`src/source/cache_dram_config.svh`:
```
`ifndef CACHE_DRAM_CONFIG_SVH
`define CACHE_DRAM_CONFIG_SVH

// cache side
`define NUM_CACHE 2
`define LG_NUM_CACHE 1
`define ADDR_WIDTH 32
`define DATA_WIDTH 32
`define BLOCK_WORDS 8
`define BANK_ADDR_WIDTH 12

// dram channel
`define DRAM_DATA_WIDTH 64
`define DRAM_OFFSET_WIDTH 3 // byte offset within one beat
`define CH_ADDR_WIDTH 16

`define NUM_REQ ((`BLOCK_WORDS * `DATA_WIDTH) / `DRAM_DATA_WIDTH)
`define LG_NUM_REQ 2
`define WORDS_PER_BEAT (`DRAM_DATA_WIDTH / `DATA_WIDTH)

`define REQ_FIFO_DEPTH 4
`define RX_FIFO_DEPTH 8 // per cache
`define TX_TAG_FIFO_DEPTH 2

`endif
```
`src/source/cache_dram_pkg.sv`:
```
`include "cache_dram_config.svh"

package cache_dram_pkg;

  // packet from a cache bank, one block per packet
  typedef struct packed {
    logic write_not_read;
    logic [`ADDR_WIDTH-1:0] addr;
  } dma_pkt_s;

  typedef struct packed {
    logic write_not_read;
    logic [`CH_ADDR_WIDTH-1:0] ch_addr;
  } dram_req_s;

  typedef logic [`LG_NUM_CACHE-1:0] cache_tag_t;

  typedef logic [`DATA_WIDTH-1:0] dma_word_t;

  typedef logic [`DRAM_DATA_WIDTH-1:0] dram_word_t;

  typedef logic [`LG_NUM_REQ-1:0] req_count_t; // request index in a block

endpackage

```
`src/source/cache_to_dram.sv`:
```
`timescale 1ns/1ps

`include "cache_dram_config.svh"

module cache_to_dram (
  input core_clk_i
  , input core_reset_i
  // cache dma
  , input cache_dram_pkg::dma_pkt_s [`NUM_CACHE-1:0] dma_pkt_i
  , input [`NUM_CACHE-1:0] dma_pkt_v_i
  , output logic [`NUM_CACHE-1:0] dma_pkt_yumi_o
  , output cache_dram_pkg::dma_word_t [`NUM_CACHE-1:0] dma_data_o
  , output logic [`NUM_CACHE-1:0] dma_data_v_o
  , input [`NUM_CACHE-1:0] dma_data_ready_i
  , input cache_dram_pkg::dma_word_t [`NUM_CACHE-1:0] dma_data_i
  , input [`NUM_CACHE-1:0] dma_data_v_i
  , output logic [`NUM_CACHE-1:0] dma_data_yumi_o
  // dram channel
  , output cache_dram_pkg::dram_req_s dram_req_o
  , output logic dram_req_v_o
  , input dram_req_yumi_i
  , output cache_dram_pkg::dram_word_t dram_data_o
  , output logic dram_data_v_o
  , input dram_data_yumi_i
  , input dram_data_v_i
  , input cache_dram_pkg::dram_word_t dram_data_i
  , input [`CH_ADDR_WIDTH-1:0] dram_ch_addr_i
);
  import cache_dram_pkg::*;

  logic rr_v;
  logic rr_yumi;
  dma_pkt_s rr_pkt;
  cache_tag_t rr_tag;
  logic req_enq;
  logic req_full;
  dram_req_s req_data;
  logic tx_v;
  logic tx_ready;
  cache_tag_t tx_tag;

  dma_rr_arbiter rr0 (
    .core_clk_i(core_clk_i)
    , .core_reset_i(core_reset_i)
    , .pkt_i(dma_pkt_i)
    , .v_i(dma_pkt_v_i)
    , .yumi_o(dma_pkt_yumi_o)
    , .v_o(rr_v)
    , .pkt_o(rr_pkt)
    , .tag_o(rr_tag)
    , .yumi_i(rr_yumi)
  );

  dram_req_ctrl ctrl0 (
    .core_clk_i(core_clk_i)
    , .core_reset_i(core_reset_i)
    , .rr_v_i(rr_v)
    , .rr_pkt_i(rr_pkt)
    , .rr_tag_i(rr_tag)
    , .rr_yumi_o(rr_yumi)
    , .req_full_i(req_full)
    , .req_enq_o(req_enq)
    , .req_data_o(req_data)
    , .tx_v_o(tx_v)
    , .tx_tag_o(tx_tag)
    , .tx_ready_i(tx_ready)
  );

  sync_fifo #(
    .payload_t(dram_req_s)
    , .depth(`REQ_FIFO_DEPTH)
  ) req_fifo (
    .core_clk_i(core_clk_i)
    , .core_reset_i(core_reset_i)
    , .enq_i(req_enq)
    , .data_i(req_data)
    , .full_o(req_full)
    , .deq_i(dram_req_yumi_i)
    , .data_o(dram_req_o)
    , .valid_o(dram_req_v_o)
  );

  dram_write_tx tx0 (
    .core_clk_i(core_clk_i)
    , .core_reset_i(core_reset_i)
    , .v_i(tx_v)
    , .tag_i(tx_tag)
    , .ready_o(tx_ready)
    , .dma_data_i(dma_data_i)
    , .dma_data_v_i(dma_data_v_i)
    , .dma_data_yumi_o(dma_data_yumi_o)
    , .dram_data_o(dram_data_o)
    , .dram_data_v_o(dram_data_v_o)
    , .dram_data_yumi_i(dram_data_yumi_i)
  );

  dram_read_rx rx0 (
    .core_clk_i(core_clk_i)
    , .core_reset_i(core_reset_i)
    , .dram_data_v_i(dram_data_v_i)
    , .dram_data_i(dram_data_i)
    , .dram_ch_addr_i(dram_ch_addr_i)
    , .dma_data_o(dma_data_o)
    , .dma_data_v_o(dma_data_v_o)
    , .dma_data_ready_i(dma_data_ready_i)
  );

endmodule

```
`src/source/dram_read_rx.sv`:
```
`timescale 1ns/1ps

`include "cache_dram_config.svh"

module dram_read_rx (
  input core_clk_i
  , input core_reset_i
  , input dram_data_v_i
  , input cache_dram_pkg::dram_word_t dram_data_i
  , input [`CH_ADDR_WIDTH-1:0] dram_ch_addr_i
  , output cache_dram_pkg::dma_word_t [`NUM_CACHE-1:0] dma_data_o
  , output logic [`NUM_CACHE-1:0] dma_data_v_o
  , input [`NUM_CACHE-1:0] dma_data_ready_i
);
  import cache_dram_pkg::*;

  localparam int half_width = $clog2(`WORDS_PER_BEAT);

  cache_tag_t rx_tag;

  assign rx_tag = dram_ch_addr_i[`CH_ADDR_WIDTH-1 -: `LG_NUM_CACHE]; // owner cache

  for (genvar i = 0; i < `NUM_CACHE; i++) begin : g_cache
    dram_word_t head;
    logic head_v;
    logic deq;
    logic [half_width-1:0] half_r;

    // never stalls, dram keeps outstanding beats within depth
    sync_fifo #(
      .payload_t(dram_word_t)
      , .depth(`RX_FIFO_DEPTH)
    ) rx_fifo (
      .core_clk_i(core_clk_i)
      , .core_reset_i(core_reset_i)
      , .enq_i(dram_data_v_i & (rx_tag == cache_tag_t'(i)))
      , .data_i(dram_data_i)
      , .full_o()
      , .deq_i(deq)
      , .data_o(head)
      , .valid_o(head_v)
    );

    assign dma_data_o[i] = head[half_r*`DATA_WIDTH +: `DATA_WIDTH];
    assign dma_data_v_o[i] = head_v;
    assign deq = head_v & dma_data_ready_i[i] & (half_r == half_width'(`WORDS_PER_BEAT - 1));

    always_ff @(posedge core_clk_i) begin
      if (core_reset_i) begin
        half_r <= '0;
      end else if (head_v & dma_data_ready_i[i]) begin
        half_r <= deq ? '0 : half_r + 1'b1; // low half first
      end
    end
  end

endmodule

```
`src/source/dram_write_tx.sv`:
```
`timescale 1ns/1ps

`include "cache_dram_config.svh"

module dram_write_tx (
  input core_clk_i
  , input core_reset_i
  , input v_i
  , input cache_dram_pkg::cache_tag_t tag_i
  , output logic ready_o
  , input cache_dram_pkg::dma_word_t [`NUM_CACHE-1:0] dma_data_i
  , input [`NUM_CACHE-1:0] dma_data_v_i
  , output logic [`NUM_CACHE-1:0] dma_data_yumi_o
  , output cache_dram_pkg::dram_word_t dram_data_o
  , output logic dram_data_v_o
  , input dram_data_yumi_i
);
  import cache_dram_pkg::*;

  localparam int half_width = $clog2(`WORDS_PER_BEAT);

  cache_tag_t head_tag;
  logic tag_full;
  logic tag_v;
  logic tag_pop;
  dram_word_t beat_r;
  logic beat_v_r; // beat complete, waiting for dram
  logic [half_width-1:0] half_r;
  req_count_t beat_cnt_r;
  logic take;
  logic send;

  sync_fifo #(
    .payload_t(cache_tag_t)
    , .depth(`TX_TAG_FIFO_DEPTH)
  ) tag_fifo (
    .core_clk_i(core_clk_i)
    , .core_reset_i(core_reset_i)
    , .enq_i(v_i)
    , .data_i(tag_i)
    , .full_o(tag_full)
    , .deq_i(tag_pop)
    , .data_o(head_tag)
    , .valid_o(tag_v)
  );

  assign ready_o = ~tag_full;
  assign take = tag_v & ~beat_v_r & dma_data_v_i[head_tag];
  assign send = beat_v_r & dram_data_yumi_i;
  assign tag_pop = send & (beat_cnt_r == req_count_t'(`NUM_REQ - 1)); // block done

  always_comb begin
    dma_data_yumi_o = '0;
    dma_data_yumi_o[head_tag] = take;
  end

  assign dram_data_o = beat_r;
  assign dram_data_v_o = beat_v_r;

  always_ff @(posedge core_clk_i) begin
    if (core_reset_i) begin
      beat_v_r <= 1'b0;
      half_r <= '0;
      beat_cnt_r <= '0;
    end else begin
      if (take) begin
        if (half_r == half_width'(`WORDS_PER_BEAT - 1)) begin
          beat_v_r <= 1'b1;
          half_r <= '0;
        end else begin
          half_r <= half_r + 1'b1;
        end
      end
      if (send) begin
        beat_v_r <= 1'b0;
        beat_cnt_r <= tag_pop ? '0 : beat_cnt_r + 1'b1;
      end
    end
  end

  // word 0 lands in the low half
  always_ff @(posedge core_clk_i) begin
    if (take) begin
      beat_r[half_r*`DATA_WIDTH +: `DATA_WIDTH] <= dma_data_i[head_tag];
    end
  end

endmodule

```
`src/source/dram_req_ctrl.sv`:
```
`timescale 1ns/1ps

`include "cache_dram_config.svh"

module dram_req_ctrl (
  input core_clk_i
  , input core_reset_i
  , input rr_v_i
  , input cache_dram_pkg::dma_pkt_s rr_pkt_i
  , input cache_dram_pkg::cache_tag_t rr_tag_i
  , output logic rr_yumi_o
  , input req_full_i
  , output logic req_enq_o
  , output cache_dram_pkg::dram_req_s req_data_o
  , output logic tx_v_o
  , output cache_dram_pkg::cache_tag_t tx_tag_o
  , input tx_ready_i
);
  import cache_dram_pkg::*;

  localparam int zero_width = `CH_ADDR_WIDTH - `BANK_ADDR_WIDTH - `LG_NUM_CACHE;

  dma_pkt_s pkt_r;
  dma_pkt_s pkt_n;
  cache_tag_t tag_r;
  cache_tag_t tag_n;
  req_count_t count_r;
  logic first;
  logic can_send;

  assign first = (count_r == '0); // idle, waiting for a packet

  always_comb begin
    pkt_n = first ? rr_pkt_i : pkt_r;
    tag_n = first ? rr_tag_i : tag_r;
    can_send = ~req_full_i & (~pkt_n.write_not_read | tx_ready_i);
    rr_yumi_o = first & rr_v_i & can_send;
    req_enq_o = can_send & (~first | rr_v_i);
    tx_v_o = rr_yumi_o & pkt_n.write_not_read; // once per write block
  end

  assign tx_tag_o = rr_tag_i;

  // tag | zeros | bank addr | count | beat offset
  always_comb begin
    req_data_o.write_not_read = pkt_n.write_not_read;
    req_data_o.ch_addr = {
      tag_n,
      {zero_width{1'b0}},
      pkt_n.addr[`BANK_ADDR_WIDTH-1:`DRAM_OFFSET_WIDTH+`LG_NUM_REQ],
      count_r,
      {`DRAM_OFFSET_WIDTH{1'b0}}
    };
  end

  always_ff @(posedge core_clk_i) begin
    if (core_reset_i) begin
      count_r <= '0;
    end else if (req_enq_o) begin
      count_r <= (count_r == req_count_t'(`NUM_REQ - 1)) ? '0 : count_r + 1'b1;
    end
  end

  always_ff @(posedge core_clk_i) begin
    if (rr_yumi_o) begin
      pkt_r <= rr_pkt_i;
      tag_r <= rr_tag_i;
    end
  end

endmodule

```
`src/source/dma_rr_arbiter.sv`:
```
`timescale 1ns/1ps

`include "cache_dram_config.svh"

module dma_rr_arbiter (
  input core_clk_i
  , input core_reset_i
  , input cache_dram_pkg::dma_pkt_s [`NUM_CACHE-1:0] pkt_i
  , input [`NUM_CACHE-1:0] v_i
  , output logic [`NUM_CACHE-1:0] yumi_o
  , output logic v_o
  , output cache_dram_pkg::dma_pkt_s pkt_o
  , output cache_dram_pkg::cache_tag_t tag_o
  , input yumi_i
);
  import cache_dram_pkg::*;

  cache_tag_t last_r; // last cache granted

  // first valid cache after last_r, wrapping around
  always_comb begin
    v_o = 1'b0;
    tag_o = last_r;
    for (int i = 1; i <= `NUM_CACHE; i++) begin
      if (!v_o && v_i[(int'(last_r) + i) % `NUM_CACHE]) begin
        v_o = 1'b1;
        tag_o = cache_tag_t'((int'(last_r) + i) % `NUM_CACHE);
      end
    end
  end

  assign pkt_o = pkt_i[tag_o];

  always_comb begin
    yumi_o = '0;
    yumi_o[tag_o] = v_o & yumi_i;
  end

  always_ff @(posedge core_clk_i) begin
    if (core_reset_i) begin
      last_r <= cache_tag_t'(`NUM_CACHE - 1); // cache 0 goes first
    end else if (v_o & yumi_i) begin
      last_r <= tag_o;
    end
  end

endmodule

```
`src/source/sync_fifo.sv`:
```
`timescale 1ns/1ps

module sync_fifo #(
  parameter type payload_t = logic
  , parameter int depth = 4
) (
  input core_clk_i
  , input core_reset_i
  , input enq_i
  , input payload_t data_i
  , output logic full_o
  , input deq_i
  , output payload_t data_o
  , output logic valid_o
);
  localparam int ptr_width = $clog2(depth);

  payload_t mem [depth];
  logic [ptr_width-1:0] wptr_r;
  logic [ptr_width-1:0] rptr_r;
  logic [ptr_width:0] count_r;
  logic do_enq;
  logic do_deq;

  assign full_o = (count_r == (ptr_width+1)'(depth));
  assign valid_o = (count_r != '0);
  assign data_o = mem[rptr_r];
  assign do_enq = enq_i & ~full_o; // writes into a full fifo are dropped
  assign do_deq = deq_i & valid_o;

  always_ff @(posedge core_clk_i) begin
    if (core_reset_i) begin
      wptr_r <= '0;
      rptr_r <= '0;
      count_r <= '0;
    end else begin
      if (do_enq) begin
        wptr_r <= (wptr_r == ptr_width'(depth - 1)) ? '0 : wptr_r + 1'b1;
      end
      if (do_deq) begin
        rptr_r <= (rptr_r == ptr_width'(depth - 1)) ? '0 : rptr_r + 1'b1;
      end
      case ({do_enq, do_deq})
        2'b10: count_r <= count_r + 1'b1;
        2'b01: count_r <= count_r - 1'b1;
        default: count_r <= count_r;
      endcase
    end
  end

  always_ff @(posedge core_clk_i) begin
    if (do_enq) begin
      mem[wptr_r] <= data_i;
    end
  end

endmodule

```
`config.mk`:
```
export PLATFORM = sky130hd
export DESIGN_NAME = cache_to_dram
export DESIGN_NICKNAME = d
export VERILOG_FILES = /design/src/source/cache_dram_pkg.sv /design/src/source/cache_to_dram.sv /design/src/source/dram_read_rx.sv /design/src/source/dram_write_tx.sv /design/src/source/dram_req_ctrl.sv /design/src/source/dma_rr_arbiter.sv /design/src/source/sync_fifo.sv
export VERILOG_INCLUDE_DIRS = /design/src /design/src/source
export SDC_FILE = /design/constraint.sdc
export NUM_CORES = 1
export LEC_CHECK = 0
export BUFFER_PORTS_ARGS = -buffer_cell sky130_fd_sc_hd__buf_2
export CAP_MARGIN = 25
export CORE_AREA = 8 8 298 300
export DETAILED_ROUTE_END_ITERATION = 16
export DIE_AREA = 0 0 306 308
export PLACE_DENSITY = 0.82
export SETUP_SLACK_MARGIN = 0.02
export SLEW_MARGIN = 5
export SYNTH_ARGS = -nofsm -noshare
export SYNTH_HDL_FRONTEND = slang
export SYNTH_SLANG_ARGS = --single-unit
```
`constraint.sdc`:
```
create_clock -name core_clk_i -period 8.95 [get_ports core_clk_i]
set_input_delay 0.4475 -clock core_clk_i [delete_from_list [all_inputs] [get_ports core_clk_i]]
set_output_delay 0.4475 -clock core_clk_i [all_outputs]
set_load 0.01 [all_outputs]
```
# Word-level counts from Yosys, hierarchy flattened
# Memory sizes are Yosys's and may differ from the RTL's. A register that Yosys moved wholly into a read port is not among the register bits.
# Index checks and enable logic that the tools add are counted.
# classes
n_mux	56
n_reduce_logical	15
shift	4
n_lt_le_gt_ge	6
bitwise	38
addsub	24
n_eq_ne	20
# op_table
operator	count
$shiftx A64 B7 Y32	2
$mux W33	3
$bwmux W64	1
$mux W32	2
$shift A32 B34 Y64 const A	1
$shiftx A32 B34 Y64	1
$neg A6 Y34	1
$mux W1	30
$and A1 B1 Y1	24
$mux W3	8
$eq A2 B2 Y1 const B	9
$pmux W4 S2	2
$add A3 B1 Y3 const B	5
$eq A3 B3 Y1 const B	5
$mux W2	6
$add A2 B1 Y2 const B	5
$reduce_bool A2 Y1	5
$add A4 B1 Y4 const B	2
$eq A2 B1 Y1 const B	4
$eq A4 B4 Y1 const B	2
$not A1 Y1	8
$reduce_bool A4 Y1	2
$sub A4 B1 Y4 const B	2
$add A1 B1 Y1 const B	7
17 further kinds	26
# word_totals
mem_count	4
output_inout_bits	153
regBits	138
mem_bits_rw	1070
in_bits	221
# mem_list
memory	words	word_bits	read_ports	rd_clocked_by_memory_dff	write_ports	line_no	source
rx0.g_cache[0].rx_fifo.mem	8	64	1	1	1	sync_fifo.sv:18	payload_t mem [depth];
rx0.g_cache[1].rx_fifo.mem	8	64	1	1	1	sync_fifo.sv:18	
req_fifo.mem	4	11	1	1	1	sync_fifo.sv:18	
tx0.tag_fifo.mem	2	1	1	1	1	sync_fifo.sv:18	

# Depth between registers and ports, before layout
# depth
ltp_word	20
depth_mapped	12

# Cells and area by module
# Synthesis repeated with hierarchy kept, for this count alone.
# unflattened
hier_cells	2183
area_unflattened_um2	48047.3
# modules_own_cells
module	cells_per_inst	n_inst	area_each_um2	seq_area_each_um2
sync_fifo at rx0.g_cache[0].rx_fifo ...	816	2	19886.6	15635.0
sync_fifo at req_fifo	143	1	2951.6	2222.1
dram_write_tx	197	1	2775.2	2001.9
dram_read_rx	86	1	1146.1	40.0
dram_req_ctrl	48	1	620.6	310.3
dma_rr_arbiter	48	1	483.0	20.0
sync_fifo at tx0.tag_fifo	29	1	297.8	160.2

# Worst setup path after synthesis
# Ideal clock, no wire load.
# synth_timing
path_kind	input-to-reg
start	in dram_ch_addr_i[15]
end	mem rx0.g_cache[0].rx_fifo.mem[4][0] (netlist name), enable pin
arrival_time_ns	5.771
required_time_ns	8.372
path_slack_ns	2.601
setup_ns	0.578
stages	4
cell_sequence	nand2b_1 -> a21oi_1 -> nand2b_1 -> nor3b_1
# synth_between
elab_chain_cells	5
# synth_lines
element	line_no	source
start: declaration	cache_to_dram.sv:27	, input [`CH_ADDR_WIDTH-1:0] dram_ch_addr_i
$not A1 Y1	dram_read_rx.sv:36	, .enq_i(dram_data_v_i & (rx_tag == cache_tag_t'(i)))
$and A1 B1 Y1	dram_read_rx.sv:36	
$and A1 B1 Y1	sync_fifo.sv:28	assign do_enq = enq_i & ~full_o;
$mux W1	sync_fifo.sv:52	if (do_enq) begin
$mux W1 (not written as such)	sync_fifo.sv:53	mem[wptr_r] <= data_i;
end: declaration	sync_fifo.sv:18	
# No other way between the ends.

==> flow_summary.ini <==
[routing]
avgRoutedWirePerCell_um = 30.0
drc = 0
drt-initial-drc-count = 2427
routed_wl_um = 106000
dr.pass1.iters = 5
via_count = 22200
via_per_inst = 6.27
final_antenna_net_count = 0

[setup_path]
reg2reg_from = rx0.g_cache[0].rx_fifo.count_r[0]
crit_path_end = dma_data_o[23]
critPathCaptureType = output port
cp_max_fo = 52
worst_ep_required_time_ns = 8.50
r2r_cells = 5
path_class = reg2out
reg2reg_slack_ns = 5.73
worstPathArrival_ns = 4.04
critPathLaunchType = flip-flop
rr_endpoint = rx0.g_cache[0].rx_fifo.mem[7][51]

[sta]
max_freq_mhz = 223
post-route-period-util = 0.501
final-setup-viol-count = 0
grt_setup_unrepaired = no
maxSlewViolCount = 0
hold_viol_final = 0
period_needed_ns = 4.49
holdWs_ns = 0.0687
clock_skew_ns = 0.0587
setup_tns_ns = 0
slew_headroom = 0.291
tightest_slew_ns = 1.06

[hold_path]
hold_path_class = in2reg
worstHoldStart = dram_data_yumi_i
hold_depth = 3

[global_routing]
antenna_found_initial = 11
grt_pass1_wl_um = 156000
grt.total_usage = 0.223
grt_max_degree = 101
overflow = 0
grt_pass1_vias = 23500

[status]
status = complete, no violations

[floorplanning]
start_util = 0.544
rows = 107
core_um2 = 84200
die_h_um = 308
die_area_um2 = 94200
ioPinCount = 374
die_w_um = 306

[synth]
synth_area_um2 = 45800
ys_seq_elements = 1192
ys_types = 43
synthCells = 1988
ys_warn_count = 0
synth-seq-area-share = 0.771
syn_area_per_cell_um2 = 23.0

[clock_tree]
tritoncts = yes
postCtsResizedCells = 0
htree_num_levels = 3
cts_inserted_buffers = 111
clk_pin_slew_ns = 0.06
clock_latency_ns = 0.70
clock_sinks = 1192
clk_path_buf_depth = 3
cts_root_buffer = clkbuf_16
ctsHoldBuffers = 0
cts_setup_buffers = 0

[place]
place_area_um2 = 48500
gp_congestion = 0.832
dp.cells = 3330
dpl.hpwl_um = 56200
portBuffers = 302

[layout]
finalInstanceArea_um2 = 52300
drive_gt1_frac = 0.354
nets = 2603
synthToLayoutAreaGrowth_pct = 14.1
layoutNonFillerInstCount = 3540

[power_and_ir_drop]
p_leak_nw = 16.9
pwr_density_cell_nw_per_um2 = 237
vdd_drop_max_mv = 0.292
power_mw = 12.4

[flow_run]
drv_cap = 0
## cells in the final DEF (no fill, tap or decap), types with 31 or more instances in the layout
| cell | count |
|---|---|
| buf_4 | 39 |
| a21oi_1 | 31 |
| clkbuf_16 | 117 |
| nand2_1 | 43 |
| dfxtp_1 | 40 |
| mux2i_1 | 36 |
| edfxtp_1 | 1143 |
| nor2_1 | 70 |
| mux4_2 | 322 |
| nor2b_1 | 34 |
| buf_2 | 302 |
## worst max-delay path, cell delays in order, from the launching register on
cell and delay, ns:
dfxtp_4 0.62, buf_4 0.75, buf_4 0.73, mux4_2 0.42, mux4_2 0.58, buf_2 0.20
## per-stage QoR
step,setup WS [ns],utilization
6_report,4.46,0.621
5_1_grt,4.35,0.621
3_5_place_dp,5.13,0.576
4_1_cts,4.44,0.620
3_3_place_gp,5.23,0.576
2_1_floorplan,2.60,-
## synthesized netlist by cell type (all sizes together)
cell type	count	share of area
nand2b	4	0.00055
o21a	2	0.00033
o2111a	1	0.00025
and3	5	0.00068
o31ai	2	0.00033
fa	3	0.0013
or3	6	0.00082
mux4	331	0.16
a211oi	2	0.00033
nand3b	2	0.00033
dlygate4sd1	3	0.00057
mux2	8	0.0020
or4	2	0.00033
nor2b	35	0.0048
o21ai	7	0.00076
clkbuf	21	0.0019
conb	1	0.000082
buf	72	0.012
o21bai	1	0.00016
a21bo	2	0.00044
nand2	43	0.0035
inv	22	0.0018
xnor2	6	0.0011
ha	24	0.0066
edfxtp	1143	0.75
nor3b	10	0.0016
nor2	74	0.0061
xor2	9	0.0017
mux2i	37	0.0081
a21o	4	0.00066
dfxtp	49	0.021
clkinv	1	0.000082
and2	3	0.00041
a21oi	31	0.0034
a211o	1	0.00019
or2	1	0.00014
nand3	8	0.00087
nor3	12	0.0013
## cells by family (layout without fill, tap and decap cells)
kind of cell / count (synthesis) / after routing / synth area share
flip-flops: 1192 / 1192 / 0.771
multiplexers: 376 / 376 / 0.173
AND/OR/NAND/NOR: 205 / 205 / 0.0214
buffers and inverters: 119 / 575 / 0.0169
AO/OA/AOI/OAI: 53 / 53 / 0.00683
adder cells (fa/ha/maj): 27 / 27 / 0.00787
XOR/XNOR: 15 / 15 / 0.00287
other: 1 / 7 / 0.0000818
## metal layers
metal | routed length, µm | global-route usage | up-vias
met1 | 38800 | 0.279 | 11700
li1 | - | - | 9050
met3 | 9120 | 0.0425 | 204
met4 | 2870 | 0.0661 | 8
met5 | 46 | 0 | -
met2 | 55500 | 0.397 | 1246
## power breakdown
group	internal (mW)	switching (mW)
combinational	0.422	0.642
sequential	6.41	0.117
clock	2.74	2.05
total	9.57	2.81
## worst min-delay path by stage
stage | endpoint | slack (ns)
floorplan | tx0.beat_cnt_r[1] | 0.44
global placement | tx0.beat_cnt_r[1] | 0.46
detailed placement | tx0.beat_cnt_r[1] | 0.45
CTS | tx0.beat_cnt_r[1] | 0.02
global route | ctrl0.pkt_r[8] | 0.05
finish | tx0.beat_cnt_r[1] | 0.07
## flip-flops by register name (all words and copies together), names as in the netlist, 3 cells and up, named ones only
name,cells
tx0.dram_data_o,64
ctrl0.pkt_r,8
req_fifo.count_r,3
rx0.g_cache.rx_fifo.wptr_r,6
rx0.g_cache.rx_fifo.rptr_r,6
rx0.g_cache.rx_fifo.count_r,8
rx0.g_cache.rx_fifo.mem,1024
req_fifo.mem,44
## area by class of cell
class                           count  area [µm²]
Clock buffer                      143        3060
Multi-Input combinational cell    682        9860
Tap cell                         1090        1360
Fill cell                        5305       31900
Timing Repair Buffer              345        1890
Antenna cell                        1        2.50
Inverter                           23        86.3
Sequential cell                  1192       35300
Clock inverter                     64         678
Note: power is estimated with default switching activity, not from simulation.
